===== config.mk =====
export PLATFORM = sky130hd
export DESIGN_NAME = tcdm_sram_bank
export DESIGN_NICKNAME = d
export VERILOG_FILES = /design/src/design/tcdm_pkg.sv /design/src/design/tcdm_sram_bank.sv
export VERILOG_INCLUDE_DIRS = /design/src /design/src/design
export SDC_FILE = /design/constraint.sdc
export NUM_CORES = 2
export LEC_CHECK = 0
export BUFFER_PORTS_ARGS = -buffer_cell sky130_fd_sc_hd__buf_2
export CORE_UTILIZATION = 40
export DETAILED_ROUTE_END_ITERATION = 10
export PLACE_DENSITY_LB_ADDON = 0.1
export SLEW_MARGIN = 20
export SYNTH_ARGS = -nofsm -noshare
export SYNTH_HDL_FRONTEND = slang
export SYNTH_SLANG_ARGS = --single-unit
export TNS_END_PERCENT = 1

===== constraint.sdc =====
create_clock -name clk_i -period 5.04 [get_ports clk_i]
set_input_delay 0.252 -clock clk_i [delete_from_list [all_inputs] [get_ports clk_i]]
set_output_delay 0.252 -clock clk_i [all_outputs]
set_load 0.02 [all_outputs]

===== src/design/tcdm_cfg.svh =====
/*
  Geometry of the shared scratchpad: address, data and user widths, bank count
  and depth, and the word-interleaved address map derived from them.
  Include this wherever a width or bank count is needed.
*/
`ifndef TCDM_CFG_SVH
`define TCDM_CFG_SVH

`define TCDM_AW         32  // byte address width.
`define TCDM_DW         32  // data word width.
`define TCDM_UW         8   // user tag width.
`define TCDM_NB_BANKS   2   // word-interleaved banks.
`define TCDM_BANK_WORDS 64  // words per bank.
`define TCDM_NB_INIT    2   // initiator ports.

`define TCDM_BE_W     (`TCDM_DW / 8)                // one enable per byte.
`define TCDM_BANK_LSB ($clog2(`TCDM_BE_W))          // first bit above the byte offset.
`define TCDM_BANK_W   ($clog2(`TCDM_NB_BANKS))      // bank select bits.
`define TCDM_ROW_W    ($clog2(`TCDM_BANK_WORDS))    // row bits inside a bank.
`define TCDM_ROW_LSB  (`TCDM_BANK_LSB + `TCDM_BANK_W)  // row sits right above bank select.

`endif


===== src/design/tcdm_pkg.sv =====
/*
  Bundles shared by the scratchpad blocks: the initiator request, the
  response returned to an initiator, and one bank's access after routing.
*/
`include "tcdm_cfg.svh"

package tcdm_pkg;

  // request as issued by an initiator; wen high means read.
  typedef struct packed {
    logic                  req;   // request strobe, held until granted.
    logic [`TCDM_AW-1:0]   add;   // byte address.
    logic                  wen;   // 1 = read, 0 = write.
    logic [`TCDM_BE_W-1:0] be;    // byte enables for writes.
    logic [`TCDM_DW-1:0]   data;  // write data.
    logic [`TCDM_UW-1:0]   user;  // tag echoed back as r_user.
  } tcdm_req_t;

  // response, one cycle after a granted read.
  typedef struct packed {
    logic                r_valid;  // read data valid.
    logic [`TCDM_DW-1:0] r_data;   // read data.
    logic [`TCDM_UW-1:0] r_user;   // tag of the request that produced it.
  } tcdm_rsp_t;

  // access driven into one bank by the request router.
  typedef struct packed {
    logic                   csn;    // chip select, active low.
    logic                   wen;    // 1 = read, 0 = write.
    logic [`TCDM_BE_W-1:0]  be;     // byte enables.
    logic [`TCDM_ROW_W-1:0] row;    // word index in the bank.
    logic [`TCDM_DW-1:0]    wdata;  // write data.
  } bank_req_t;

  // 78 + 41 + 44 bits with the default geometry.

endpackage


===== src/design/tcdm_sram_bank.sv =====
/*
  Execute stage of the scratchpad: one single-port SRAM bank. Writes update
  only the enabled bytes; reads return the word on rdata one cycle later.
  rdata holds its value between reads.
*/
`timescale 1ns/1ps
`include "tcdm_cfg.svh"

module tcdm_sram_bank (
  input  logic                clk_i,
  input  tcdm_pkg::bank_req_t bank_req,
  output logic [`TCDM_DW-1:0] rdata
);

  logic [`TCDM_DW-1:0] mem [`TCDM_BANK_WORDS];  // storage array.
  logic                wr_en;                   // selected write.
  logic                rd_en;                   // selected read.

  assign wr_en = !bank_req.csn && !bank_req.wen;
  assign rd_en = !bank_req.csn &&  bank_req.wen;

  // byte-granular write; disabled bytes keep their contents.
  always_ff @(posedge clk_i) begin
    if (wr_en) begin
      for (int i = 0; i < `TCDM_BE_W; i++) begin
        if (bank_req.be[i]) begin
          mem[bank_req.row][8*i +: 8] <= bank_req.wdata[8*i +: 8];
        end
      end
    end
  end

  // registered read, one cycle latency.
  always_ff @(posedge clk_i) begin
    if (rd_en) begin
      rdata <= mem[bank_req.row];
    end
  end

endmodule


==> qor.txt <==
CTS tree = yes
Initial antenna violation count = 31
R2R Setup Slk = 2430 ps
Leak = 29.3 nW
Max-Cap Viols = 0
Setup TNS = 0 ps
Final hold vios = 0
Vias = 48100
Cells after synthesis = 4633
Switching Fraction = 0.228
Synthesized Nets = 4678
Worst hold path class = in2reg
FF+latch count, synth = 2080
RR Endpoint = rdata[1]
Layout cell share with drive strength beyond 1 = 0.183
Xor-xnor portion of the synthesized cell area = 0
Worst EP arrival = 3690 ps
Die width = 448 µm
GRT Util Overall = 0.283
Setup bufs post-CTS = 0
GP Congestion = 0.878
Int Pwr = 28.7 mW
Main combinational cell family by area after synthesis = compound AO/OA/AOI/OAI gates
Post-Synth Simple-Gate Area = 0.0370
Ys flop type = edfxtp_1
Global route total overflow = 0
Die H = 448 µm
Synth area leader = edfxtp_1
Min-Delay Startpoint = bank_req[20]
Clock Pin Slew Worst Setup and Hold Paths = 60 ps
Max Slew Vio Count = 0
Cell variety after synth = 46
Drt via density = 6.15
Crit path time final = 3150 ps
CTS Buf Count = 217
Largest net degree at the start of global routing = 92
Cell Chain, Critical Path = buf_2 > nand2_1 > nor2_2 > buf_4 > nand2_1 > nor2_1 > buf_4
CP peak stage delay = 800 ps
Compound-Gate Fraction of Synth Area = 0.108
Design Area, Final = 92300 µm²
Row count = 163
First-pass GRT wire length = 389000 µm
Crit path max-delay cell type = nand2_1
Most frequent cell after synthesis = edfxtp_1
CP Capture Type = flip-flop
CTS resizes = 0
RSZ-0062 raised after global routing = false
Placed Area = 85200 µm²
Peak fanout along the critical path = 18
Critical path class = in2reg
P per Cell Area = 402 nW/µm²
Fmax = 318 MHz
Core ar. = 198000 µm²
Synth Area in Adders = 0
CP endpoint = mem[42][19]
Critical Path Start = bank_req[37]
Crit. path cell count = 7
Worst Clk Skew = 33.5 ps
Sequential Power Share = 0.515
Clk_lat worst skew = 860 ps
Area contributors post-synth = edfxtp_1, a22oi_1, mux2i_1
Routed WL = 287000 µm
Worst Tran Pin Value = 1190 ps
Die Area = 201000 µm²
Logic gate share of total power = 0.055
Critical Path RT = 5580 ps
DR DRC count = 0
Final period util = 0.624
Sequential fraction of the synthesis area = 0.783
Iter 0 DRT Violations = 6593
Clock power frac = 0.429
Post-synth top cells = edfxtp_1, nor2_1, a22oi_1
Setup-failing EPs final = 0
Crit path launch type = input pin
Pwr Total = 37.2 mW
Delay-heaviest family, CP = simple AND/OR/NAND/NOR gates
Filler Cell Count = 17000
CTS max path bufs = 3
P&R area growth vs syn = 15.8%
Vias in the first global route = 46000
H-tree depth = 4
Io pins = 77
Drt wl/cell = 36.7 µm
Root Buffer = clkbuf_16
Synthesized area = 79700 µm²
VDD IR-drop max = 0.314 mV
Pre-antenna DRT Iters = 7
Synthesis warning total = 0
Top-area cell type share of the netlist area = 0.783
Starting density of the core = 0.403
Post-synth EDFFs = 2080
Reg2reg start = mem[3][1]
Net Sw Power = 8.46 mW
Status = complete, no violations
CTS Sinks = 2080
Layout net count = 5015
Port bufs = 76
Post-DP HPWL = 182000 µm
Reg2Reg Depth = 5
Asr flop ratio synth = 0
Post-synthesis mux area share = 0.0526
CP bufs+invs = 3
Syn_area_per_cell = 17.2 µm²
Antenna Nets Post-Route = 0
Slew HR = 0.206
-- cell families after synthesis --
group | count (synthesis)
muxes | 348
AOI/OAI and AO/OA | 1162
buffers and inverters | 353
DFF | 2080
and+or+nand+nor | 690
-- worst min path at each step --
stage	cells past startpoint	slack [ps]	to
4_1_cts	1	5	mem[38][20]
5_1_grt	1	0.9	mem[38][20]
3_5_place_dp	3	690	rdata[13]
3_3_place_gp	3	690	rdata[3]
6_report	1	40	mem[38][20]
2_1_floorplan	0	350	mem[0][0]
-- flip-flops by register name, indices dropped and copies added (netlist names) --
| name | cells |
|---|---|
| mem | 2048 |
| rdata | 32 |
-- metrics by stage --
step                      setup slack, ps  std cells  hold slack [ps]  utilization
after detailed placement             1140       7389              687        0.431
final                                1890       7818             44.5        0.467
after floorplan                      2750       4633              351            -
after CTS                            2050       7796             5.36        0.467
after global placement                950       7388              691        0.431
after global routing                 1980       7807            0.935        0.467
-- what timing repair did --
item / CTS / global route
hold buffers: 2 / 0
hold endpoints to repair: 10 / 0
endpoints found under the setup margin: 0 / 0
-- per-layer routing --
metal  vias up  wire [µm]  GRT usage
li1      19800          -          -
met1     25400     120000      0.395
met2      2417     130000      0.428
met3       447      25300     0.0639
met4        26      10800      0.111
met5         -        177          0
-- power groups by stage --
stage,clock [mW],combinational [mW],sequential (mW)
finish,15.9,2.06,19.2
global route,16.8,2.13,19.1
global placement,0,2.04,19.5
CTS,16.1,2.05,19.2
floorplan,0,0.900,19.5
detailed placement,0,2.04,19.5
-- layout make-up --
type,instances,area [µm²],share of cell area
flip-flops and latches,2080,62500,0.677
multi-input cells,2200,15900,0.172
clock buffers,252,5600,0.0607
repair buffers,469,3630,0.0393
well taps,2640,3300,0.0358
clock inverters,153,1390,0.0151
diodes,22,55.1,0.000596
inverters,2,15.0,0.000163
-- cell usage in the layout (no fill, tap or decap), drive strengths merged, types with 44 or more instances in the layout --
| cell type | instances |
|---|---|
| clkinv | 111 |
| a221oi | 235 |
| clkbuf | 252 |
| mux4 | 48 |
| nor2 | 403 |
| nor3 | 67 |
| o22ai | 166 |
| o21ai | 72 |
| a21oi | 104 |
| mux2i | 210 |
| buf | 467 |
| a22o | 44 |
| nand2 | 126 |
| a22oi | 348 |
| edfxtp | 2080 |
| a211oi | 44 |
| mux2 | 90 |
No activity file was read; power rests on OpenSTA's default activity.
