$ cat config.mk
export PLATFORM = sky130hd
export DESIGN_NAME = tcdm_req_router
export DESIGN_NICKNAME = d
export VERILOG_FILES = /design/src/design/tcdm_pkg.sv /design/src/design/tcdm_req_router.sv
export VERILOG_INCLUDE_DIRS = /design/src /design/src/design
export SDC_FILE = /design/constraint.sdc
export NUM_CORES = 1
export LEC_CHECK = 0
export ABC_AREA = 1
export BUFFER_PORTS_ARGS = -buffer_cell sky130_fd_sc_hd__buf_2
export CORE_AREA = 2 2 99 101
export CTS_CLUSTER_SIZE = 30
export DETAILED_ROUTE_END_ITERATION = 10
export DIE_AREA = 0 0 101 103
export PLACE_DENSITY = 0.62
export SYNTH_ARGS = -nofsm -noshare
export SYNTH_HDL_FRONTEND = slang
export SYNTH_SLANG_ARGS = --single-unit
$ cat constraint.sdc
create_clock -name clk_i -period 1.8 [get_ports clk_i]
set_input_delay 0.18 -clock clk_i [delete_from_list [all_inputs] [get_ports clk_i]]
set_output_delay 0.18 -clock clk_i [all_outputs]
set_load 0.01 [all_outputs]
$ cat src/design/tcdm_cfg.svh
/*
  Geometry of the shared scratchpad: address, data and user widths, bank count
  and depth, and the word-interleaved address map derived from them.
  Include this wherever a width or bank count is needed.
*/
`ifndef TCDM_CFG_SVH
`define TCDM_CFG_SVH

`define TCDM_AW         32  // byte address width.
`define TCDM_DW         32  // data word width.
`define TCDM_UW         8   // user tag width.
`define TCDM_NB_BANKS   2   // word-interleaved banks.
`define TCDM_BANK_WORDS 64  // words per bank.
`define TCDM_NB_INIT    2   // initiator ports.

`define TCDM_BE_W     (`TCDM_DW / 8)                // one enable per byte.
`define TCDM_BANK_LSB ($clog2(`TCDM_BE_W))          // first bit above the byte offset.
`define TCDM_BANK_W   ($clog2(`TCDM_NB_BANKS))      // bank select bits.
`define TCDM_ROW_W    ($clog2(`TCDM_BANK_WORDS))    // row bits inside a bank.
`define TCDM_ROW_LSB  (`TCDM_BANK_LSB + `TCDM_BANK_W)  // row sits right above bank select.

`endif

$ cat src/design/tcdm_pkg.sv
/*
  Bundles shared by the scratchpad blocks: the initiator request, the
  response returned to an initiator, and one bank's access after routing.
*/
`include "tcdm_cfg.svh"

package tcdm_pkg;

  // request as issued by an initiator; wen high means read.
  typedef struct packed {
    logic                  req;   // request strobe, held until granted.
    logic [`TCDM_AW-1:0]   add;   // byte address.
    logic                  wen;   // 1 = read, 0 = write.
    logic [`TCDM_BE_W-1:0] be;    // byte enables for writes.
    logic [`TCDM_DW-1:0]   data;  // write data.
    logic [`TCDM_UW-1:0]   user;  // tag echoed back as r_user.
  } tcdm_req_t;

  // response, one cycle after a granted read.
  typedef struct packed {
    logic                r_valid;  // read data valid.
    logic [`TCDM_DW-1:0] r_data;   // read data.
    logic [`TCDM_UW-1:0] r_user;   // tag of the request that produced it.
  } tcdm_rsp_t;

  // access driven into one bank by the request router.
  typedef struct packed {
    logic                   csn;    // chip select, active low.
    logic                   wen;    // 1 = read, 0 = write.
    logic [`TCDM_BE_W-1:0]  be;     // byte enables.
    logic [`TCDM_ROW_W-1:0] row;    // word index in the bank.
    logic [`TCDM_DW-1:0]    wdata;  // write data.
  } bank_req_t;

  // 78 + 41 + 44 bits with the default geometry.

endpackage

$ cat src/design/tcdm_req_router.sv
/*
  Decode stage of the scratchpad. Splits each request address into bank and
  row, arbitrates every bank round-robin between the two initiators and
  drives the winner into the bank. Grants are combinational with req.
*/
`timescale 1ns/1ps
`include "tcdm_cfg.svh"

module tcdm_req_router (
  input  logic                       clk_i,
  input  logic                       rst_ni,
  input  tcdm_pkg::tcdm_req_t        req         [`TCDM_NB_INIT],
  output logic [`TCDM_NB_INIT-1:0]   gnt,
  output tcdm_pkg::bank_req_t        bank_req    [`TCDM_NB_BANKS],
  output logic [`TCDM_NB_BANKS-1:0]  owner,        // granted initiator per bank.
  output logic [`TCDM_NB_BANKS-1:0]  owner_valid   // bank serves a read this cycle.
);

  logic [`TCDM_BANK_W-1:0]  bank_sel [`TCDM_NB_INIT];   // decoded bank per initiator.
  logic [`TCDM_ROW_W-1:0]   row      [`TCDM_NB_INIT];   // decoded row per initiator.
  logic [`TCDM_NB_INIT-1:0] want     [`TCDM_NB_BANKS];  // initiators asking for each bank.
  logic [`TCDM_NB_BANKS-1:0] contest;                   // both initiators on one bank.
  logic [`TCDM_NB_BANKS-1:0] rr_q;                      // favoured initiator per bank.

  // address map is word interleaved.
  always_comb begin
    for (int i = 0; i < `TCDM_NB_INIT; i++) begin
      bank_sel[i] = req[i].add[`TCDM_BANK_LSB +: `TCDM_BANK_W];  // bit 2.
      row[i]      = req[i].add[`TCDM_ROW_LSB +: `TCDM_ROW_W];    // bits 8..3.
    end
  end

  always_comb begin
    gnt = '0;
    for (int b = 0; b < `TCDM_NB_BANKS; b++) begin
      for (int i = 0; i < `TCDM_NB_INIT; i++) begin
        want[b][i] = req[i].req && (bank_sel[i] == `TCDM_BANK_W'(b));
      end
      contest[b] = &want[b];
      // pointer decides a tie, otherwise the only requester wins.
      owner[b] = contest[b] ? rr_q[b] : want[b][1];
      gnt[owner[b]] = gnt[owner[b]] | (|want[b]);
      owner_valid[b] = (|want[b]) && req[owner[b]].wen;  // writes get no response.
      bank_req[b].csn   = ~(|want[b]);
      bank_req[b].wen   = req[owner[b]].wen;
      bank_req[b].be    = req[owner[b]].be;
      bank_req[b].row   = row[owner[b]];
      bank_req[b].wdata = req[owner[b]].data;
    end
  end

  // a contested grant hands the next tie to the loser.
  // with two initiators that is a toggle of the pointer.
  always_ff @(posedge clk_i or negedge rst_ni) begin
    if (!rst_ni) begin
      rr_q <= '0;  // initiator 0 favoured after reset.
    end else begin
      rr_q <= rr_q ^ contest;
    end
  end

endmodule

==> metrics <==
status finished, final reports clean; post-layout min period 1670 ps; Clock Skews 0 ps; Largest register FFs 2; Yosys reg bits 2; Die W 101 um; crit start category register; DR DRC count 0; Worst Setup Path Type register to output port; Final Cycle Share 0.930; peak supply drop 0.188 mV; Via density 3.93; initial drt markers 23; met3 WL 542 um; Slew HR 0.622; Max Slew Vio Count 0; crit-path max FO 46; antenna violations before repair 0; crit path capture type output port; RSZ-0062 raised after global routing yes; via count 2200; post-DR wirelength/cell 9.11 um; CP required 1620 ps; FMAX 0.597 GHz; Syn Nets 423; Die Height 103 um; met1 wire length 2100 um; CP peak stage delay 410 ps; Post-DP HPWL 4340 um; Setup TNS 0 ps; commonest non-fill, non-tap cell in the layout buf_2; first-pass GRT wire length 7310 um; RD Place Congestion 0.706; library cells used by synthesis 17; Lkg Pwr 1.53 nW; number of global-route vias before repair 1714; CTS Buffer Depth 2; Max Used Layer met4; Max Cap Viol 0; Filler cells 1091; Die ar. 10400 sq um; clk slew on worst S/H paths 30 ps; metal2 WL 2440 um; most frequent cells in the layout buf_2 (185), nand2_1 (96), inv_1 (53); Worst-Skew Late Latency 210 ps; Mapped Avg Cell Area 5.00 sq um; Yosys top cell area share 0.272; cell row count 36; post-route ant nets 0; detailed-router iteration count before antenna repair 4; DP Cell Count 555; Top Registers rr_q (2); num ports 252; CTS tree done; TritonCTS Buffers 3; initial core utilization 0.140; diodes inserted 0; number of port buffers 185; Worst-Margin Slew 567 ps; Power Dens Cells 450 nW/um^2; area grow syn2layout 83.4%; Core Region 9460 sq um; final hold violation count 0; H-tree depth 1; GRT Util Overall 0.0847; gr ovfl total 0; Slowest-stage cell, CP inv_4; post-synthesis sequential area ratio 0.0378; Layout Nets 606; Synth warnings 0; largest net degree at the start of global routing 47; layout cells sized above 1 0.502; Final Setup Violations 0; clock root buffer clkbuf_8; Data arrival, critical path 1490 ps; Largest Register rr_q; CTS sink count 2; detailed-route wire length 5100 um; top cell type by total area after synthesis nand2_1; Post-Syn Area 1330 sq um; non-filler instance count after layout 560; HP Class primary input to asynchronous set/reset pin; critical path cell sequence o21ai_4 > inv_4 > nand2_1 > o21ai_2 > buf_2; Cells after Synth 265; largest cells by area after synthesis nand2_1 (27%), o21ai_0 (17%), o21ai_2 (16%), inv_1 (15%), o21ai_1 (7.2%)
-- report_power, final --
part	switching, W	total (W)	internal [W]
logic	0.000459	0.000817	0.000358
clock network	0.0000335	0.000175	0.000141
registers	0.0000332	0.000102	0.0000684
total	0.000526	0.00109	0.000568
-- worst paths after layout --
check	from	endpoint	slack [ps]	cells after the start
hold reg to reg	rr_q[1]	rr_q[1]	520	1
hold / removal	rst_ni	rr_q[0]	290	2
setup / recovery	rr_q[1]	bank_req[40]	130	5
max in group asynchronous	rst_ni	rr_q[1]	1420	2
setup reg to reg	rr_q[0]	rr_q[0]	1070	1
min in group clk_i	req[77]	rr_q[1]	380	4
-- kinds of logic after synthesis --
| family | synth area share |
|---|---|
| and+or+nand+nor | 0.286 |
| AOI/OAI and AO/OA | 0.421 |
| buffers and inverters | 0.242 |
| xor gates and xnor gates | 0.0132 |
| DFF | 0.0378 |
-- Yosys cell counts --
master,count
clkbuf_2,3
dfrtp_1,2
nor2_1,5
buf_6,4
inv_4,1
nand2_1,96
o21ai_4,1
o21ai_2,24
xor2_1,2
buf_4,3
o21ai_0,44
buf_2,5
inv_1,53
a21oi_4,1
inv_2,1
clkbuf_1,1
o21ai_1,19
-- through the flow --
stage	power (W)	hold slack, ps	area [sq um]	utilization	worst slack (ps)
floorplan	0.000561	-116	1330	-	575
global placement	0.000911	-33.3	2350	0.248	104
detailed placement	0.000912	-33.4	2350	0.248	132
CTS	0.00111	284	2410	0.254	44.3
global route	0.00121	300	2430	0.257	-25.2
finish	0.00109	286	2430	0.257	125
-- layer usage --
metal	vias to the layer above	GRT usage
met5	-	0
met4	0	0.0156
met3	2	0.0136
met2	116	0.172
met1	899	0.0924
li1	1183	-
-- final cells by class --
type | count | area, sq um | area share
clock buffer | 3 | 41.3 | 0.0170
inverter | 55 | 209 | 0.0860
multi-input combinational | 192 | 962 | 0.396
sequential | 2 | 50.0 | 0.0206
tap | 114 | 143 | 0.0587
timing repair buffer | 194 | 1020 | 0.422
-- critical path, delay by kind of cell, from the launching register on --
family | cells | cell delay (ps)
buffers and inverters | 2 | 550
flip-flops | 1 | 390
AND/OR/NAND/NOR | 1 | 150
AO/OA/AOI/OAI | 2 | 170
-- repair_timing --
item                                    4_1_cts  5_1_grt
endpoints found under the setup margin       16       24
pin swaps                                     0        2
endpoints found under the hold margin         2        0
setup buffers                                 0        1
hold buffers                                  1        0
resized for setup                             1        1
Power figures use the tool's default switching activity.
