$ cat src/design/tcdm_cfg.svh
/*
  Geometry of the shared scratchpad: address, data and user widths, bank count
  and depth, and the word-interleaved address map derived from them.
  Include this wherever a width or bank count is needed.
*/
`ifndef TCDM_CFG_SVH
`define TCDM_CFG_SVH

`define TCDM_AW         32  // byte address width.
`define TCDM_DW         32  // data word width.
`define TCDM_UW         8   // user tag width.
`define TCDM_NB_BANKS   2   // word-interleaved banks.
`define TCDM_BANK_WORDS 64  // words per bank.
`define TCDM_NB_INIT    2   // initiator ports.

`define TCDM_BE_W     (`TCDM_DW / 8)                // one enable per byte.
`define TCDM_BANK_LSB ($clog2(`TCDM_BE_W))          // first bit above the byte offset.
`define TCDM_BANK_W   ($clog2(`TCDM_NB_BANKS))      // bank select bits.
`define TCDM_ROW_W    ($clog2(`TCDM_BANK_WORDS))    // row bits inside a bank.
`define TCDM_ROW_LSB  (`TCDM_BANK_LSB + `TCDM_BANK_W)  // row sits right above bank select.

`endif

$ cat src/design/tcdm_pkg.sv
/*
  Bundles shared by the scratchpad blocks: the initiator request, the
  response returned to an initiator, and one bank's access after routing.
*/
`include "tcdm_cfg.svh"

package tcdm_pkg;

  // request as issued by an initiator; wen high means read.
  typedef struct packed {
    logic                  req;   // request strobe, held until granted.
    logic [`TCDM_AW-1:0]   add;   // byte address.
    logic                  wen;   // 1 = read, 0 = write.
    logic [`TCDM_BE_W-1:0] be;    // byte enables for writes.
    logic [`TCDM_DW-1:0]   data;  // write data.
    logic [`TCDM_UW-1:0]   user;  // tag echoed back as r_user.
  } tcdm_req_t;

  // response, one cycle after a granted read.
  typedef struct packed {
    logic                r_valid;  // read data valid.
    logic [`TCDM_DW-1:0] r_data;   // read data.
    logic [`TCDM_UW-1:0] r_user;   // tag of the request that produced it.
  } tcdm_rsp_t;

  // access driven into one bank by the request router.
  typedef struct packed {
    logic                   csn;    // chip select, active low.
    logic                   wen;    // 1 = read, 0 = write.
    logic [`TCDM_BE_W-1:0]  be;     // byte enables.
    logic [`TCDM_ROW_W-1:0] row;    // word index in the bank.
    logic [`TCDM_DW-1:0]    wdata;  // write data.
  } bank_req_t;

  // 78 + 41 + 44 bits with the default geometry.

endpackage

$ cat src/design/tcdm_r_user_filter.sv
/*
  User-tag filter for one initiator port. Strips the user field from the
  request going downstream and returns the captured tag as r_user.
  Only valid where a granted read is answered exactly one cycle later.
*/
`timescale 1ns/1ps
`include "tcdm_cfg.svh"

module tcdm_r_user_filter (
  input  logic                clk_i,
  input  logic                rst_ni,
  input  logic                clear_i,   // zero the held tag.
  input  logic                enable_i,  // allow tag capture.
  input  tcdm_pkg::tcdm_req_t tgt_req,   // from the initiator.
  output logic                tgt_gnt,
  output tcdm_pkg::tcdm_rsp_t tgt_rsp,
  output tcdm_pkg::tcdm_req_t init_req,  // towards the request router.
  input  logic                init_gnt,
  input  tcdm_pkg::tcdm_rsp_t init_rsp
);

  logic [`TCDM_UW-1:0] user_q;  // tag of the latest request.

  // downstream never sees the tag.
  always_comb begin
    init_req      = tgt_req;
    init_req.user = '0;
  end

  assign tgt_gnt = init_gnt;

  // tag comes from the register, everything else passes up.
  always_comb begin
    tgt_rsp        = init_rsp;
    tgt_rsp.r_user = user_q;
  end

  always_ff @(posedge clk_i or negedge rst_ni) begin
    if (!rst_ni) begin
      user_q <= '0;
    end else if (clear_i) begin
      user_q <= '0;  // clear wins over capture.
    end else if (enable_i && tgt_req.req) begin
      user_q <= tgt_req.user;
    end
  end

endmodule

$ cat config.mk
export PLATFORM = sky130hd
export DESIGN_NAME = tcdm_r_user_filter
export DESIGN_NICKNAME = d
export VERILOG_FILES = /design/src/design/tcdm_pkg.sv /design/src/design/tcdm_r_user_filter.sv
export VERILOG_INCLUDE_DIRS = /design/src /design/src/design
export SDC_FILE = /design/constraint.sdc
export NUM_CORES = 1
export LEC_CHECK = 0
export ABC_AREA = 1
export BUFFER_PORTS_ARGS = -buffer_cell sky130_fd_sc_hd__buf_2
export CAP_MARGIN = 10
export CELL_PAD_IN_SITES_DETAIL_PLACEMENT = 1
export CELL_PAD_IN_SITES_GLOBAL_PLACEMENT = 2
export CORE_MARGIN = 3
export CORE_UTILIZATION = 10
export DETAILED_ROUTE_END_ITERATION = 7
export PLACE_DENSITY_LB_ADDON = 0.08
export SKIP_LAST_GASP = 1
export SYNTH_ARGS = -nofsm -noshare
export SYNTH_HDL_FRONTEND = slang
export SYNTH_SLANG_ARGS = --single-unit
export TNS_END_PERCENT = 1
$ cat constraint.sdc
create_clock -name clk_i -period 2.4 [get_ports clk_i]
set_clock_uncertainty 0.2 [all_clocks]
set_input_delay 0.12 -clock clk_i [delete_from_list [all_inputs] [get_ports clk_i]]
set_output_delay 0.12 -clock clk_i [all_outputs]
set_load 0.05 [all_outputs]
==> reports/qor.csv, run 1 <==
stage,metric,value,unit
placed_design,pre-CTS setup slack,1279,ps
synth,Synth Area in Adders,0,%
synth,flop and latch count out of synthesis,8,
cts,CTS clock-pin slew for the worst setup and hold paths,40,ps
pwr,pwr dens,689.4,mW/mm^2
timing,setup tns final,0,ps
cts,deepest level of the CTS H-tree,1,
cells_and_area,FF/Latch Area,200.2,sq um
die,starting density of the core,10.30,%
route,count of vias placed by the detailed router,523,
placed_design,standard cell area after detailed placement,732.0,sq um
route,drt via density,2.075,
setup_path,Critical Path Fanout Max,2,
timing,maximum operating frequency,0.8449,GHz
setup_path,critical path arrival,860,ps
synth,number of instances in the synthesized netlist,165,
setup_path,critical path data required time,2080,ps
global_route,number of global-route vias before repair,601,
timing,post-route minimum period,1184,ps
placed_design,number of instances in the placed design,248,
run,reported max-cap violation count,0,
cells_and_area,Multi-input gate area,182.7,sq um
timing,hold_ws,34.22,ps
cts,sink count of the clock tree,8,
synth,Post-Synth XOR/XNOR Area,0,%
setup_path,kind of critical path,flip-flop to primary output,
setup_path,Worst Setup Start Kind,flip-flop,
synth,most repeated cell in the gate-level netlist after synthesis,buf_4,
synth,most area-hungry cell type in the Yosys netlist,buf_4,
die,core region area,0.01206,sq mm
cells_and_area,number of non-filler instances in the completed layout,252,
placed_design,weighted congestion at the end of routability-driven global placement,0.5856,
synth,share of synthesized area occupied by flip-flops and latches,16.11,%
timing,final number of hold-violating endpoints,0,
cells_and_area,post-route standard cell area excluding fillers,817.0,sq um
timing,final worst-path cycle share,49.32,%
route,DRC violations left,0,
cells_and_area,Top Registers,user_q (8),
setup_path,critical path buffer and inverter count,1,
route,First-pass DRT Iterations,4,
die,count of standard-cell rows,40,
synth,combinational family with the most area after synthesis,buffers and inverters,
route,total wirelength of the detailed-routed design,2515,um
synth,share of synthesized registers carrying an async set or reset,100.0,%
global_route,global router's overall resource usage,3.649,%
timing,Final Setup Violations,0,
setup_path,peak per-stage delay on the critical path,360,ps
cts,clock insertion delay at the later pin of the skew report,230,ps
synth,simple-gate share of the synthesized area,12.29,%
setup_path,cell chain of the critical path,buf_2,
global_route,wire length of the first global-routing pass,3801,um
cts,CTS Buf Count,3,
die,Die Outline Area,0.01380,sq mm
cts,Root Buffer Master,clkbuf_16,
cells_and_area,growth of design area from synthesis to finish,-34.24,%
synth,"top cells by area, synth","buf_4, dfrtp_1, nand2_1",
timing,worst path setup slack after routing,1216,ps
pwr,Leak,0.0004031,uW
cells_and_area,post-layout net count,210,
synth,most common flop cell mapped by yosys,dfrtp_1,
route,average wire per cell in the routed design,9.980,um
timing,count of final max-slew check failures,0,
cells_and_area,top register by number of flip-flops,user_q,
min_path,kind of path behind the tightest hold check,primary input to flip-flop,
synth,leading cell types by count after synthesis,"buf_4, nand2_1",
die,Boundary Pins,244,
placed_design,IO buf count,21,
synth,mux share of post-synthesis cell area,0,%
synth,library cells used by synthesis,10,
synth,top cell type's share of synthesized area,67.67,%
global_route,largest net degree at the start of global routing,10,
route,First DRT Iteration DRCs,9,
global_route,overall overflow remaining after global route,0,
synth,Synthesis Warnings,0,
setup_path,Worst setup EP type,primary output,
synth,cell area after technology mapping,0.001242,sq mm
cells_and_area,"flip-flop count of the largest register, all copies and words added",8,
setup_path,kind of cell with the highest combined delay on the critical path,flip-flops,
pwr,VDD IR max,0.0002364,V
die,Die X-Extent,117.5,um
global_route,initial antenna violation count,0,
synth,compound-gate portion of the synthesized area,0,%
timing,setup repair after global routing missed its margin,no,
die,height of the die,117.5,um
cts,number of cells upsized or downsized after cts,0,
cells_and_area,filler cell count,1453,
outcome,outcome,"complete, no violations",
setup_path,cell with the biggest individual delay on the critical path,dfrtp_1,
synth,number of enable-type register cells in the synthesized netlist,0,
route,"antenna viol nets, final",0,
cts,clock tree from TritonCTS,done,
cts,Bufs on Longest Clock Path,2,
cells_and_area,antenna diode count,0,
synth,per-instance average area after synthesis,7.530,sq um
cells_and_area,ratio of cells with drive above 1 in the final layout,32.14,%
layout make-up:
cell class / instances / share of cell area [%]
Tap cell: 168 / 25.73
Sequential cell: 8 / 24.50
Multi-Input combinational cell: 42 / 22.36
Timing Repair Buffer: 22 / 14.09
Clock buffer: 3 / 9.188
Inverter: 9 / 4.135
path summary, 6_finish.rpt:
path	start	endpoint	slack, ps	cells past startpoint
worst max register to register	user_q[1]$_DFFE_PN0P_	user_q[1]$_DFFE_PN0P_	1560	2
worst max-delay path	user_q[1]$_DFFE_PN0P_	tgt_rsp[1]	1220	1
min in group asynchronous	rst_ni	user_q[7]$_DFFE_PN0P_	80	2
worst min register to register	user_q[2]$_DFFE_PN0P_	user_q[2]$_DFFE_PN0P_	310	2
worst min-delay path	tgt_req[4]	user_q[4]$_DFFE_PN0P_	30	5
max in group asynchronous	rst_ni	user_q[6]$_DFFE_PN0P_	1750	2
metal layers:
| metal | share of wire [%] | up-vias | wire length, um | global-route usage, % |
|---|---|---|---|---|
| met5 | 0 | - | 0 | 0 |
| met4 | 6.6 | 0 | 165 | 3.004 |
| met3 | 17 | 38 | 436 | 2.931 |
| met2 | 28 | 68 | 699 | 3.324 |
| met1 | 48 | 204 | 1213 | 4.903 |
| li1 | - | 213 | - | - |
through the flow:
stage	utilization (%)	power, uW
finish	6.774	563.3
global route	6.774	596.5
CTS	6.774	574.8
detailed placement	6.068	288.5
global placement	6.068	287.3
floorplan	-	722.9
where the power goes:
group          total (uW)  switching (uW)  internal [uW]  leakage [uW]
combinational         132             107           25.7      0.000262
sequential            153            6.41            147      0.000104
clock                 278            63.2            215     0.0000370
cells in the final DEF, fill, tap and decap left out:
master and n:
inv_1 8, nand3_1 8, nor2_1 8, nand2_1 16
buf_2 21, conb_1 8, dlygate4sd3_1 1, inv_2 1
nand2_4 2, clkbuf_16 3, dfrtp_1 8
repair_timing:
| action | CTS | global route |
|---|---|---|
| hold buffers | 1 | 0 |
| endpoints found under the hold margin | 8 | 0 |
| setup buffers | 0 | 0 |
kinds of logic (layout without fill, tap and decap cells):
group                  count (synthesis)  in the layout
DFF                                    8              8
other                                  1              8
buffers and inverters                122             34
and+or+nand+nor                       34             34
No activity file was read; power rests on OpenSTA's default activity.
==> inputs of run 2 (changes only) <==
- clock period: 2.4 -> 1.2 ns (I/O delays scaled with it)
==> reports/qor.csv, run 2 <==
stage,metric,value,unit
outcome,outcome,aborted with a tool error,
outcome,stage where the flow stopped,4_1_cts,
outcome,first error line in the log,[ERROR RSZ-0060] Max buffer count reached.,
placed_design,IO buf count,21,
die,height of the die,117.5,um
die,count of standard-cell rows,40,
cts,CTS Buf Count,3,
synth,library cells used by synthesis,10,
cts,deepest level of the CTS H-tree,1,
synth,Synthesis Warnings,0,
synth,top cell type's share of synthesized area,67.67,%
cts,CTS hold repair buffers,101,
synth,most area-hungry cell type in the Yosys netlist,buf_4,
synth,share of synthesized registers carrying an async set or reset,100.0,%
cts,Root Buffer Master,clkbuf_16,
synth,number of enable-type register cells in the synthesized netlist,0,
cts,number of cells upsized or downsized after cts,0,
placed_design,weighted congestion at the end of routability-driven global placement,0.5931,
synth,most common flop cell mapped by yosys,dfrtp_1,
synth,per-instance average area after synthesis,7.530,sq um
synth,most repeated cell in the gate-level netlist after synthesis,buf_4,
placed_design,number of instances in the placed design,248,
cts,Bufs on Longest Clock Path,2,
cts,sink count of the clock tree,8,
synth,number of instances in the synthesized netlist,165,
cts,Post-CTS Setup Inserts,0,
synth,cell area after technology mapping,0.001242,sq mm
synth,flop and latch count out of synthesis,8,
placed_design,pre-CTS setup slack,158.5,ps
die,Boundary Pins,244,
die,Die X-Extent,117.5,um
placed_design,standard cell area after detailed placement,732.0,sq um
synth,share of synthesized area occupied by flip-flops and latches,16.11,%
synth,leading cell types by count after synthesis,"buf_4, nand2_1",
synth,"top cells by area, synth","buf_4, dfrtp_1, nand2_1",
die,starting density of the core,10.30,%
==> run 2: cell counts after synthesis <==
Identical to the previous run, type by type.
==> run 2: metrics by stage <==
stage | utilization, % | hold slack, ps
3_3_place_gp | 6.068 | -273.9
2_1_floorplan | - | -435.6
3_5_place_dp | 6.068 | -272.3
==> run 2: cells by family after synthesis <==
group | Yosys count | share of synthesized area, %
other | 1 | 0.3018
buffers and inverters | 122 | 71.30
flip-flops | 8 | 16.11
AND/OR/NAND/NOR | 34 | 12.29
==> inputs of run 3 (changes only) <==
- CELL_PAD_IN_SITES_DETAIL_PLACEMENT: 1 -> default
- CELL_PAD_IN_SITES_GLOBAL_PLACEMENT: 2 -> default
- CORE_AREA: default -> 3 3 95 97
- CORE_MARGIN: 3 -> default
- CORE_UTILIZATION: 10 -> default
- DIE_AREA: default -> 0 0 98 100
- PLACE_DENSITY_LB_ADDON: 0.08 -> 0.15
==> reports/qor.csv, run 3 <==
stage,metric,value,unit
placed_design,IO buf count,21,
placed_design,weighted congestion at the end of routability-driven global placement,0.5664,
synth,Synthesis Warnings,0,
placed_design,standard cell area after detailed placement,660.6,sq um
cts,Post-CTS Setup Inserts,0,
cts,sink count of the clock tree,8,
synth,per-instance average area after synthesis,7.530,sq um
outcome,outcome,aborted with a tool error,
synth,most common flop cell mapped by yosys,dfrtp_1,
synth,number of enable-type register cells in the synthesized netlist,0,
synth,top cell type's share of synthesized area,67.67,%
synth,most repeated cell in the gate-level netlist after synthesis,buf_4,
synth,library cells used by synthesis,10,
synth,most area-hungry cell type in the Yosys netlist,buf_4,
synth,share of synthesized area occupied by flip-flops and latches,16.11,%
die,count of standard-cell rows,33,
cts,CTS Buf Count,3,
synth,combinational family with the most area after synthesis,buffers and inverters,
synth,Post-Synth XOR/XNOR Area,0,%
synth,simple-gate share of the synthesized area,12.29,%
placed_design,pre-CTS setup slack,259.4,ps
synth,mux share of post-synthesis cell area,0,%
synth,"top cells by area, synth","buf_4, dfrtp_1, nand2_1",
die,height of the die,100,um
cts,deepest level of the CTS H-tree,1,
synth,number of instances in the synthesized netlist,165,
synth,flop and latch count out of synthesis,8,
synth,share of synthesized registers carrying an async set or reset,100.0,%
die,Boundary Pins,244,
cts,Root Buffer Master,clkbuf_8,
synth,leading cell types by count after synthesis,"buf_4, nand2_1",
outcome,stage where the flow stopped,4_1_cts,
synth,compound-gate portion of the synthesized area,0,%
cts,Bufs on Longest Clock Path,2,
synth,Synth Area in Adders,0,%
synth,cell area after technology mapping,0.001242,sq mm
die,starting density of the core,15.12,%
outcome,first error line in the log,[ERROR RSZ-0060] Max buffer count reached.,
cts,number of cells upsized or downsized after cts,0,
cts,CTS hold repair buffers,101,
die,Die X-Extent,98,um
==> run 3: cell counts after synthesis <==
No cell type changed its count.
==> run 3: cell families after synthesis <==
logic type / count (synthesis)
buf+inv: 122
simple gates: 34
flops: 8
other cells: 1
==> run 3: metrics by stage <==
step / std cells / util, %
2_1_floorplan: 172 / -
3_5_place_dp: 186 / 8.040
3_3_place_gp: 186 / 8.040
