## src/design/tcdm_cfg.svh

```systemverilog
/*
  Geometry of the shared scratchpad: address, data and user widths, bank count
  and depth, and the word-interleaved address map derived from them.
  Include this wherever a width or bank count is needed.
*/
`ifndef TCDM_CFG_SVH
`define TCDM_CFG_SVH

`define TCDM_AW         32  // byte address width.
`define TCDM_DW         32  // data word width.
`define TCDM_UW         8   // user tag width.
`define TCDM_NB_BANKS   2   // word-interleaved banks.
`define TCDM_BANK_WORDS 64  // words per bank.
`define TCDM_NB_INIT    2   // initiator ports.

`define TCDM_BE_W     (`TCDM_DW / 8)                // one enable per byte.
`define TCDM_BANK_LSB ($clog2(`TCDM_BE_W))          // first bit above the byte offset.
`define TCDM_BANK_W   ($clog2(`TCDM_NB_BANKS))      // bank select bits.
`define TCDM_ROW_W    ($clog2(`TCDM_BANK_WORDS))    // row bits inside a bank.
`define TCDM_ROW_LSB  (`TCDM_BANK_LSB + `TCDM_BANK_W)  // row sits right above bank select.

`endif

```

## src/design/tcdm_pkg.sv

```systemverilog
/*
  Bundles shared by the scratchpad blocks: the initiator request, the
  response returned to an initiator, and one bank's access after routing.
*/
`include "tcdm_cfg.svh"

package tcdm_pkg;

  // request as issued by an initiator; wen high means read.
  typedef struct packed {
    logic                  req;   // request strobe, held until granted.
    logic [`TCDM_AW-1:0]   add;   // byte address.
    logic                  wen;   // 1 = read, 0 = write.
    logic [`TCDM_BE_W-1:0] be;    // byte enables for writes.
    logic [`TCDM_DW-1:0]   data;  // write data.
    logic [`TCDM_UW-1:0]   user;  // tag echoed back as r_user.
  } tcdm_req_t;

  // response, one cycle after a granted read.
  typedef struct packed {
    logic                r_valid;  // read data valid.
    logic [`TCDM_DW-1:0] r_data;   // read data.
    logic [`TCDM_UW-1:0] r_user;   // tag of the request that produced it.
  } tcdm_rsp_t;

  // access driven into one bank by the request router.
  typedef struct packed {
    logic                   csn;    // chip select, active low.
    logic                   wen;    // 1 = read, 0 = write.
    logic [`TCDM_BE_W-1:0]  be;     // byte enables.
    logic [`TCDM_ROW_W-1:0] row;    // word index in the bank.
    logic [`TCDM_DW-1:0]    wdata;  // write data.
  } bank_req_t;

  // 78 + 41 + 44 bits with the default geometry.

endpackage

```

## src/design/tcdm_rsp_router.sv

```systemverilog
/*
  Result stage of the scratchpad. Records which initiator each bank served
  on a read and, in the next cycle, returns that bank's data to it.
  r_user is left zero here, the user filter fills it in.
*/
`timescale 1ns/1ps
`include "tcdm_cfg.svh"

module tcdm_rsp_router (
  input  logic                      clk_i,
  input  logic                      rst_ni,
  input  logic [`TCDM_NB_BANKS-1:0] owner,        // granted initiator per bank.
  input  logic [`TCDM_NB_BANKS-1:0] owner_valid,  // bank granted a read.
  input  logic [`TCDM_DW-1:0]       rdata [`TCDM_NB_BANKS],
  output tcdm_pkg::tcdm_rsp_t       rsp   [`TCDM_NB_INIT]
);

  logic [`TCDM_NB_BANKS-1:0] owner_q;        // initiator served last cycle.
  logic [`TCDM_NB_BANKS-1:0] owner_valid_q;  // a read is due from the bank.

  always_ff @(posedge clk_i or negedge rst_ni) begin
    if (!rst_ni) begin
      owner_q       <= '0;
      owner_valid_q <= '0;  // no response right after reset.
    end else begin
      owner_q       <= owner;
      owner_valid_q <= owner_valid;
    end
  end

  // an initiator holds at most one grant per cycle,
  // so at most one bank matches it here
  always_comb begin
    for (int i = 0; i < `TCDM_NB_INIT; i++) begin
      rsp[i] = '0;
      for (int b = 0; b < `TCDM_NB_BANKS; b++) begin
        if (owner_valid_q[b] && (owner_q[b] == 1'(i))) begin
          rsp[i].r_valid = 1'b1;
          rsp[i].r_data  = rdata[b];
        end
      end
    end
  end

endmodule

```

## config.mk

```make
export PLATFORM = sky130hd
export DESIGN_NAME = tcdm_rsp_router
export DESIGN_NICKNAME = d
export VERILOG_FILES = /design/src/design/tcdm_pkg.sv /design/src/design/tcdm_rsp_router.sv
export VERILOG_INCLUDE_DIRS = /design/src /design/src/design
export SDC_FILE = /design/constraint.sdc
export NUM_CORES = 1
export LEC_CHECK = 0
export BUFFER_PORTS_ARGS = -buffer_cell sky130_fd_sc_hd__buf_2
export CORE_ASPECT_RATIO = 0.6
export CORE_MARGIN = 3
export CORE_UTILIZATION = 30
export DETAILED_ROUTE_END_ITERATION = 7
export GPL_ROUTABILITY_DRIVEN = 0
export HOLD_SLACK_MARGIN = 0.05
export PLACE_DENSITY = 0.75
export SLEW_MARGIN = 20
export SYNTH_ARGS = -nofsm -noshare
export SYNTH_HDL_FRONTEND = slang
export SYNTH_SLANG_ARGS = --single-unit
```

## constraint.sdc

```tcl
create_clock -name clk_i -period 2 [get_ports clk_i]
set_input_delay 0.3 -clock clk_i [delete_from_list [all_inputs] [get_ports clk_i]]
set_output_delay 0.3 -clock clk_i [all_outputs]
set_load 0.01 [all_outputs]
```

==> results.txt, run 1 <==
----------------------------------------------------
[Status]
  Status ... complete, no violations

[Setup path]
  Stages on the worst setup path ... 4
  Delay-heaviest family, CP ... buffers and inverters
  Startpoint kind of the worst setup timing path ... flop
  Required time at the endpoint of the critical path ... about 1700 ps
  Critical path data arrival time ... about 1600 ps
  Largest incremental delay on the critical path ... approximately 480 ps
  Type of the worst setup path ... reg2out
  Slowest library cell on the worst path ... sky130_fd_sc_hd__dfrtp_1
  Critical Path Source ... owner_q[0]$_DFF_PN0_
  Max FO, Critical Path ... 34
  Count of buffering cells on the critical path with inverters included ... 2
  Chain of cells forming the critical path ... buf_4 > nand3_1 > o21ai_1 > buf_2
  Category of the worst setup path capture point ... output pin

[Placed design]
  Setup WS pre-CTS ... ~270 ps
  Post-detail-place hpwl ... around 4200 um
  Post-Place Cell Area ... about 2100 um^2
  Buffers added on ports ... between 100 and 150

[Global route]
  Pin count of the biggest net entering global routing ... 38
  Vias in the first global route ... between 1500 and 2000
  Initial antenna violation count ... 0
  Leftover overflow at the end of global routing ... 0
  Total global-route track usage ... 0.161
  Wire length of the first global-routing pass ... roughly 8300 um

[Synth]
  Flip-flop and latch count after synthesis ... 4
  Summed instance area of the synthesized netlist ... around 1600 um^2
  Warnings from Yosys ... 0
  Part of the Yosys area used for sequential elements ... 0.0645
  Post-synthesis area per instance ... approximately 7.1 um^2
  Post-synthesis cell count ... 220
  Cell variety after synth ... 17

[Final layout]
  Total non-filler cell area in the finished layout ... 2150 um^2
  Most common library cell in the layout ignoring fill and taps ... sky130_fd_sc_hd__buf_2
  Fraction of layout instances using a drive strength above 1 ... 0.448
  Layout-stage area growth over the synthesis result ... 38.4%
  Most frequent cells in the layout ... sky130_fd_sc_hd__buf_2 (135), sky130_fd_sc_hd__nand3_1 (64), sky130_fd_sc_hd__o21ai_1 (33)
  Post-layout nets ... approximately 400
  Antenna cell count ... 0

[Power]
  Static leakage ... between 1 and 1.5 nW
  Maximum resistive drop on vdd ... 0.000512 V
  Total power divided by cell area ... between 300 and 400 nW/um^2

[Timing]
  Worst hold slack after final layout ... approximately 190 ps
  Final number of max-transition violations ... 0
  Final Hold Violating Endpoints ... 0
  Fraction of the cycle the final worst path needs ... 0.924
  Max Fclk ... approximately 0.54 GHz
  Clock period minus worst slack ... 1850 ps
  RSZ-0062 raised after global routing ... no
  Total of endpoints with negative setup slack in the final report ... 0
  Setup_tns ... 0 ps
  Worst Setup Slack, final ... 152 ps

[Floorplanning]
  Die boundary height ... roughly 62 um
  X dimension of the die ... about 99 um
  DIE AREA ... just over 6000 um^2
  Starting density of the core ... 0.325
  Core Box Area ... ~4800 um^2
  Number of primary I/O pins ... 152
  FP Rows ... 19

[Clock network]
  Sinks on the clock net ... 4
  Post-CTS clock slew at the launch and capture registers of the worst setup and hold paths ... ~40 ps
  Post-CTS setup-driven buffer insertion count ... 0
  CTS tree ... built
  Longest Clk Path Bufs ... 2
  Depth of the CTS H-tree ... 1
  Number of CTS-inserted buffers ... 3
  Root buffer selected by CTS ... sky130_fd_sc_hd__clkbuf_8

[Worst hold path]
  Hold/Removal Path Class ... in2reg
  Hold Path Cell Cnt ... 1
  Hold path startpoint ... owner_valid[0]

[Drt]
  Iteration count of the initial detailed-routing pass ... 4
  Post-route DRC ... 0
  Initial DRC Count ... ~140
  Vias post-DR ... roughly 2100
  Vias per cell ... approximately 5.3
  DR WL/cell ... ~15 um
  Number of antenna-violating nets in the routed design ... 0
  DRT Wirelength ... between 5000 and 6000 um

[Run]
  Max-cap viol count ... 0

----------------------------------------------------
[flip-flops by register name, summed over array words and instances (netlist names)]
signal,count
owner_q,2
owner_valid_q,2
[cell usage after synthesis]
cell type                        count  share of area
sky130_fd_sc_hd__nand3_1            64           0.21
sky130_fd_sc_hd__o21ai_1            33           0.11
sky130_fd_sc_hd__a31o_1             32           0.18
sky130_fd_sc_hd__and3b_1            32           0.18
sky130_fd_sc_hd__buf_4              26           0.13
sky130_fd_sc_hd__buf_2              14          0.045
sky130_fd_sc_hd__dfrtp_1             4          0.065
sky130_fd_sc_hd__buf_6               3          0.022
sky130_fd_sc_hd__buf_8               3          0.029
sky130_fd_sc_hd__clkbuf_1            2         0.0048
sky130_fd_sc_hd__a21o_1              1         0.0048
sky130_fd_sc_hd__and2_1              1         0.0040
sky130_fd_sc_hd__conb_1              1         0.0024
sky130_fd_sc_hd__dlymetal6s2s_1      1         0.0081
sky130_fd_sc_hd__inv_1               1         0.0024
sky130_fd_sc_hd__nand2b_1            1         0.0040
sky130_fd_sc_hd__nor2b_4             1         0.0089
[final cells by class]
class | instances | area (um^2)
Multi-Input combinational cell | 182 | 1150
Sequential cell | 4 | 101
Timing Repair Buffer | 146 | 764
Fill cell | 497 | 2630
Clock buffer | 4 | 45.0
Inverter | 1 | 3.75
Tap cell | 63 | 78.8
[through the flow]
stage,power [mW],util,std cells
final,0.728,0.449,400
after global routing,0.787,0.449,400
after CTS,0.726,0.446,399
after detailed placement,0.539,0.434,394
after global placement,0.532,0.434,394
after floorplan,0.389,-,235
[layer usage]
metal,vias up,global-route usage,wire [um]
met5,-,0,0
met4,0,0.0175,10
met3,4,0.0201,416
met2,94,0.302,2820
met1,1004,0.211,2630
li1,1026,-,-
[path summary, 6_finish.rpt]
kind,to,slack [ps]
worst max-delay path,rsp[30],150
worst min-delay path,owner_valid_q[0]$_DFF_PN0_,190
max in group asynchronous,owner_q[1]$_DFF_PN0_,1450
min in group asynchronous,owner_valid_q[0]$_DFF_PN0_,420
[report_power, final]
group | switching [mW] | internal [mW]
clock | 0.0427 | 0.136
combinational | 0.257 | 0.200
sequential | 0.00573 | 0.0858
[what timing repair did]
| item | 4_1_cts | 5_1_grt |
|---|---|---|
| setup endpoints to repair | 0 | 9 |
| resized for setup | 0 | 2 |
| hold buffers | 1 | 0 |
| hold endpoints to repair | 4 | 0 |
[cells by family after synthesis]
group / synth area share
AOI/OAI and AO/OA: 0.292
buffers and inverters: 0.237
DFF: 0.0645
and+or+nand+nor: 0.404
other: 0.00242
(Power assumes the default switching activity.)
==> run 2, diff against run 1 <==
--- a/config.mk
+++ b/config.mk
@@ -6,6 +6,7 @@
 export SDC_FILE = /design/constraint.sdc
 export NUM_CORES = 1
 export LEC_CHECK = 0
+export ABC_AREA = 1
 export BUFFER_PORTS_ARGS = -buffer_cell sky130_fd_sc_hd__buf_2
 export CORE_ASPECT_RATIO = 0.6
 export CORE_MARGIN = 3
@@ -13,7 +14,7 @@
 export DETAILED_ROUTE_END_ITERATION = 7
 export GPL_ROUTABILITY_DRIVEN = 0
 export HOLD_SLACK_MARGIN = 0.05
-export PLACE_DENSITY = 0.75
+export PLACE_DENSITY = 0.83
 export SLEW_MARGIN = 20
 export SYNTH_ARGS = -nofsm -noshare
 export SYNTH_HDL_FRONTEND = slang
==> run 2 against run 1 <==
Net effect:
- area after synthesis fell by 24%
- power fell by 11%
- sequential power fell by 3.7%
- wire length fell by 19%
- largest power group unchanged
==> results.txt, run 2 <==
----------------------------------------------------
[Status]
  Status ... complete, no violations

[Final layout]
  Registers with the most flip-flops ... owner_q x2, owner_valid_q x2
  Layout filler cell count ... 390
  Most common library cell in the layout ignoring fill and taps ... sky130_fd_sc_hd__buf_2
  Fraction of layout instances using a drive strength above 1 ... 0.403
  Total non-filler cell area in the finished layout ... roughly 1800 um^2
  Antenna cell count ... 0
  Most frequent cells in the layout ... sky130_fd_sc_hd__buf_2 (135), sky130_fd_sc_hd__nand2_1 (131), sky130_fd_sc_hd__nand3_1 (64)
  Post-layout nets ... 439
  Layout-stage area growth over the synthesis result ... 56.0%

[Worst hold path]
  End point of the most critical hold path ... owner_valid_q[0]$_DFF_PN0_
  Hold Path Cell Cnt ... 1
  Hold path startpoint ... owner_valid[0]
  Hold/Removal Path Class ... in2reg

[Clock network]
  Longest Clk Path Bufs ... 2
  CTS tree ... built
  Sinks on the clock net ... 4
  Depth of the CTS H-tree ... 1
  Number of CTS-inserted buffers ... 3
  Root buffer selected by CTS ... sky130_fd_sc_hd__clkbuf_8
  Post-CTS clock slew at the launch and capture registers of the worst setup and hold paths ... ~30 ps

[Timing]
  Worst-margin pin slew ... approximately 550 ps
  Max Fclk ... 0.567 GHz
  Worst slew margin ... 0.636
  Final number of max-transition violations ... 0
  Fraction of the cycle the final worst path needs ... 0.882
  Final Hold Violating Endpoints ... 0
  Clock period minus worst slack ... between 1500 and 2000 ps
  RSZ-0062 raised after global routing ... no
  Total of endpoints with negative setup slack in the final report ... 0
  Setup_tns ... 0 ps

[Power]
  Maximum resistive drop on vdd ... approximately 0.00041 V
  Static leakage ... ~1.3 nW
  Combinational power share ... 0.600
  Proportion of total power due to net switching ... 0.428
  Fraction of power consumed by sequential logic ... 0.136
  Net Switching ... around 280 uW
  Total power divided by cell area ... around 350 nW/um^2
  Internal Pwr Total ... around 370 uW
  Clk pwr share ... 0.263

[Global route]
  Leftover overflow at the end of global routing ... 0
  Pin count of the biggest net entering global routing ... 34
  Initial antenna violation count ... 0
  Wire length of the first global-routing pass ... 7380 um
  Total global-route track usage ... 0.192
  Vias in the first global route ... between 1500 and 2000

[Floorplanning]
  X dimension of the die ... 86.7 um
  Starting density of the core ... 0.337
  Number of primary I/O pins ... 152
  Core Box Area ... around 3500 um^2
  Die boundary height ... between 50 and 60 um
  DIE AREA ... about 4700 um^2
  FP Rows ... 16

[Run]
  Max-cap viol count ... 0

[Synth]
  Most instantiated flip-flop cell in the synthesis netlist ... sky130_fd_sc_hd__dfrtp_1
  Proportion of register bits with asynchronous set or reset after synthesis ... 1.00
  Part of the Yosys area used for sequential elements ... 0.0854
  Library cell with the largest summed area after synthesis ... sky130_fd_sc_hd__nand2_1
  Top cells by area in the synthesized netlist ... sky130_fd_sc_hd__nand2_1 (42%), sky130_fd_sc_hd__nand3_1 (27%), sky130_fd_sc_hd__buf_4 (13%)
  Summed instance area of the synthesized netlist ... about 1200 um^2
  Area fraction of the dominant cell type after synthesis ... 0.419
  Warnings from Yosys ... 0
  Cell variety after synth ... 11
  Post-synthesis cell count ... 242
  Top-count cell post-synth ... sky130_fd_sc_hd__nand2_1
  Flip-flop and latch count after synthesis ... 4
  Post-synth EDFFs ... 0
  Post-synthesis area per instance ... just under 5 um^2
  Top cell types by occurrence after synthesis ... sky130_fd_sc_hd__nand2_1 (131), sky130_fd_sc_hd__nand3_1 (64), sky130_fd_sc_hd__buf_4 (20)

[Drt]
  Top layer in use ... met4
  Initial DRC Count ... 67
  Met3 wire len ... 532 um
  Met2 Routed Length ... ~2300 um
  Vias per cell ... around 4.8
  Vias post-DR ... 1986
  DR WL/cell ... 11.5 um
  Iteration count of the initial detailed-routing pass ... 4
  Number of antenna-violating nets in the routed design ... 0
  Met1 routed wirelength after detailed routing ... between 1500 and 2000 um
  Post-route DRC ... 0
  DRT Wirelength ... between 4000 and 5000 um

[Placed design]
  Buffers added on ports ... 135
  Post-detail-place hpwl ... approximately 3700 um
  Post-Place Cell Area ... between 1500 and 2000 um^2

[Setup path]
  Type of the worst setup path ... reg2out
  Critical path data arrival time ... 1460 ps
  Required time at the endpoint of the critical path ... between 1500 and 2000 ps
  Max FO, Critical Path ... 32
  Startpoint kind of the worst setup timing path ... flop
  Category of the worst setup path capture point ... output pin

----------------------------------------------------
## run 2: cell count changes in the layout (fill, tap and decap cells not counted), sizes merged, moves of 2 or more
cell / change
a31o: -32
o21ai: -32
nor2b: -2
nand2: +132
buf: -5
inv: +4
and3b: -32
## run 2: area by class of cell
type | instances | area (um^2) | share of cell area
clock buffers | 3 | 41.3 | 0.0226
inverters | 5 | 18.8 | 0.0103
multi-input cells | 214 | 890 | 0.486
flip-flops and latches | 4 | 100 | 0.0547
well taps | 45 | 56.3 | 0.0308
repair buffers | 141 | 723 | 0.395
## run 2: timing repair
| action | CTS | global route |
|---|---|---|
| hold buffers | 1 | 0 |
| resized for setup | 0 | 0 |
| setup buffers | 0 | 0 |
| hold endpoints to repair | 4 | 0 |
| setup endpoints to repair | 0 | 0 |
## run 2: per-layer routing
metal	up-vias	track usage
li1	985	-
met1	888	0.222
met2	107	0.354
met3	6	0.0511
met4	0	0.0570
met5	-	0
## run 2: power by group through the flow
stage,clock [mW],combinational [mW],sequential (mW)
after floorplan,0,0.224,0.0887
after global routing,0.180,0.435,0.0888
final,0.170,0.388,0.0881
after detailed placement,0,0.388,0.0890
after CTS,0.174,0.391,0.0881
after global placement,0,0.383,0.0889
## run 2: how the worst max path moves through the flow
stage                               startpoint  endpoint  cells after the start
finish                    owner_q[1]$_DFF_PN0_   rsp[67]                      6
global route              owner_q[1]$_DFF_PN0_   rsp[56]                      6
CTS                       owner_q[1]$_DFF_PN0_   rsp[67]                      6
detailed placement        owner_q[1]$_DFF_PN0_   rsp[67]                      6
global placement          owner_q[0]$_DFF_PN0_   rsp[26]                      5
floorplan           owner_valid_q[1]$_DFF_PN0_   rsp[11]                      4
## run 2: through the flow
| step | setup WS (ps) | total power, mW | cells | utilization | hold WS (ps) |
|---|---|---|---|---|---|
| 2_1_floorplan | 794 | 0.313 | 257 | - | 4.41 |
| 3_3_place_gp | 483 | 0.472 | 408 | 0.510 | 106 |
| 3_5_place_dp | 449 | 0.477 | 408 | 0.510 | 109 |
| 4_1_cts | 218 | 0.653 | 412 | 0.525 | 189 |
| 5_1_grt | 80.4 | 0.704 | 412 | 0.525 | 188 |
| 6_report | 236 | 0.647 | 412 | 0.525 | 192 |
## run 2: cells by family (layout without fill, tap and decap cells)
group                  count (synthesis)  count (layout)  share of synthesized area
AO/OA/AOI/OAI                          1               1                    0.00426
buffers and inverters                 39             149                      0.204
flip-flops                             4               4                     0.0854
other                                  1              16                    0.00320
AND/OR/NAND/NOR                      197             197                      0.703
## run 2: critical path, stage by stage (launching register included)
cell and delay [ps]:
sky130_fd_sc_hd__dfrtp_1 360, sky130_fd_sc_hd__inv_1 60, sky130_fd_sc_hd__nand2_2 50, sky130_fd_sc_hd__inv_2 400
sky130_fd_sc_hd__nand2_1 130, sky130_fd_sc_hd__nand2_1 100, sky130_fd_sc_hd__buf_2 130
==> run 3, diff against run 2 <==
--- a/config.mk
+++ b/config.mk
@@ -8,7 +8,6 @@
 export LEC_CHECK = 0
 export ABC_AREA = 1
 export BUFFER_PORTS_ARGS = -buffer_cell sky130_fd_sc_hd__buf_2
-export CORE_ASPECT_RATIO = 0.6
 export CORE_MARGIN = 3
 export CORE_UTILIZATION = 30
 export DETAILED_ROUTE_END_ITERATION = 7
==> constraint.sdc (replaced) <==
create_clock -name clk_i -period 2.2 [get_ports clk_i]
set_input_delay 0.33 -clock clk_i [delete_from_list [all_inputs] [get_ports clk_i]]
set_output_delay 0.33 -clock clk_i [all_outputs]
set_load 0.01 [all_outputs]
==> run 3 against run 2 <==
Net effect:
- critical path depth is the same
- first-iteration DRC count grew 64%
- clock power shrank 9%
- count of clock-buffer cells in the layout is the same
- global-route usage shrank 1.9 points
- non-clock buffer count is the same
- core utilization shrank 3.2 points
- flip-flop and latch count is the same
- wire length shrank 5.4%
- combinational power shrank 9.8%
- cell area grew 0.21%
- sequential power shrank 9.0%
==> results.txt, run 3 (synthesis results as in run 2) <==
----------------------------------------------------
[Clock network]
  Number of CTS-inserted buffers ... 3
  Root buffer selected by CTS ... sky130_fd_sc_hd__clkbuf_8
  Depth of the CTS H-tree ... 1
  Post-CTS clock slew at the launch and capture registers of the worst setup and hold paths ... approximately 30 ps
  Sinks on the clock net ... 4
  CTS tree ... built
  Post_cts resized ... 0
  Longest Clk Path Bufs ... 2

[Placed design]
  Cell count after placement ... 411
  Setup WS pre-CTS ... between 600 and 700 ps
  Buffers added on ports ... roughly 140
  Post-detail-place hpwl ... approximately 3500 um

[Global route]
  Wire length of the first global-routing pass ... around 6500 um
  GR peak layer ... met2
  Met3 track demand over resource in global routing ... 0.0227
  Leftover overflow at the end of global routing ... 0
  Total global-route track usage ... 0.173
  Met2 demand-to-capacity share in global routing ... 0.331
  Pin count of the biggest net entering global routing ... 34
  Vias in the first global route ... about 1600
  Met1 usage ... 0.192
  Initial antenna violation count ... 0

[Setup path]
  Critical Path Source ... owner_q[1]$_DFF_PN0_
  Termination of the worst setup path ... rsp[53]
  Required time at the endpoint of the critical path ... about 1900 ps
  Delay-heaviest family, CP ... buffers and inverters
  Startpoint kind of the worst setup timing path ... flop
  Chain of cells forming the critical path ... inv_1 > nand2_2 > inv_2 > nand2_1 > nand2_1 > buf_2
  Category of the worst setup path capture point ... output pin
  Count of buffering cells on the critical path with inverters included ... 3
  Largest incremental delay on the critical path ... roughly 400 ps
  Max FO, Critical Path ... 32
  Slowest library cell on the worst path ... sky130_fd_sc_hd__inv_2
  Type of the worst setup path ... reg2out
  Critical path data arrival time ... ~1500 ps
  Cell seen most often among critical-path stages ... sky130_fd_sc_hd__nand2_1
  Stages on the worst setup path ... 6

[Status]
  Status ... complete, no violations

[Final layout]
  Count of placed standard cells in the final layout, fillers left out ... 415
  Fraction of layout instances using a drive strength above 1 ... 0.403
  Final cell utilization of the core ... 0.493
  Antenna cell count ... 0
  Most frequent cells in the layout ... sky130_fd_sc_hd__buf_2 (135), sky130_fd_sc_hd__nand2_1 (131), sky130_fd_sc_hd__nand3_1 (64)
  Most common library cell in the layout ignoring fill and taps ... sky130_fd_sc_hd__buf_2
  Post-layout nets ... roughly 440
  Layout-stage area growth over the synthesis result ... 56.4%
  Registers with the most flip-flops ... owner_q x2, owner_valid_q x2

[Power]
  Combinational power share ... 0.599
  Net Switching ... ~250 uW
  Clk pwr share ... 0.264
  Overall power ... roughly 590 uW
  Internal Pwr Total ... between 300 and 400 uW
  Static leakage ... 1.32 nW
  Proportion of total power due to net switching ... 0.426
  Fraction of power consumed by sequential logic ... 0.137
  Total power divided by cell area ... around 320 nW/um^2
  Maximum resistive drop on vdd ... 0.000300 V

[Floorplanning]
  DIE AREA ... between 4000 and 5000 um^2
  Number of primary I/O pins ... 152
  Core Box Area ... around 3700 um^2
  Die boundary height ... roughly 70 um
  Starting density of the core ... 0.315
  X dimension of the die ... 68.5 um
  FP Rows ... 22

[Drt]
  DRT Wirelength ... 4500 um
  Number of antenna-violating nets in the routed design ... 0
  Vias post-DR ... 1995
  Initial DRC Count ... 110
  Iteration count of the initial detailed-routing pass ... 5
  Post-route DRC ... 0
  DR WL/cell ... 10.9 um
  Vias per cell ... approximately 4.8

[Timing]
  Max Fclk ... 0.556 GHz
  Final number of max-transition violations ... 0
  Clock period minus worst slack ... about 1800 ps
  Worst-margin pin slew ... ~540 ps
  Worst Setup Slack, final ... approximately 400 ps
  Fraction of the cycle the final worst path needs ... 0.817
  Worst slew margin ... 0.636
  Final Hold Violating Endpoints ... 0
  Total of endpoints with negative setup slack in the final report ... 0
  Setup_tns ... 0 ps
  RSZ-0062 raised after global routing ... no

[Worst hold path]
  Hold/Removal Path Class ... in2reg

[Run]
  Max-cap viol count ... 0

----------------------------------------------------
==> run 3: what timing repair did <==
| item | 4_1_cts | 5_1_grt |
|---|---|---|
| setup buffers | 0 | 0 |
| hold endpoints to repair | 4 | 0 |
| hold buffers | 1 | 0 |
==> run 3: metal layers <==
layer / up-vias / wire length [um]
li1: 992 / -
met1: 894 / 1660
met2: 104 / 2350
met3: 5 / 458
met4: 0 / 36
met5: - / 0
==> run 3: cell type report <==
class                      instances  area [um^2]
clock buffer                       3         41.3
fill                             399         1880
inverter                           5         18.8
multi-input combinational        214          890
sequential                         4          100
tap                               48         60.1
timing repair buffer             141          723
==> run 3: per-stage QoR <==
step	hold slack (ps)	instance area, um^2
3_3_place_gp	134	1780
3_5_place_dp	142	1780
2_1_floorplan	34.4	1230
5_1_grt	220	1830
4_1_cts	222	1830
6_report	221	1830
==> run 3: power groups by stage <==
stage | clock, mW | combinational, mW | sequential [mW]
2_1_floorplan | 0 | 0.204 | 0.0806
3_3_place_gp | 0 | 0.347 | 0.0807
3_5_place_dp | 0 | 0.350 | 0.0811
4_1_cts | 0.157 | 0.353 | 0.0803
5_1_grt | 0.163 | 0.394 | 0.0810
6_report | 0.155 | 0.350 | 0.0802
==> run 3: worst min path at each step <==
stage | depth (start not counted) | end | from | slack, ps
floorplan | 0 | owner_q[0]$_DFF_PN0_ | rst_ni | 30
global placement | 1 | owner_valid_q[0]$_DFF_PN0_ | rst_ni | 130
detailed placement | 1 | owner_valid_q[0]$_DFF_PN0_ | rst_ni | 140
CTS | 1 | owner_valid_q[1]$_DFF_PN0_ | owner_valid[1] | 220
global route | 1 | owner_valid_q[1]$_DFF_PN0_ | owner_valid[1] | 220
finish | 1 | owner_valid_q[1]$_DFF_PN0_ | owner_valid[1] | 220
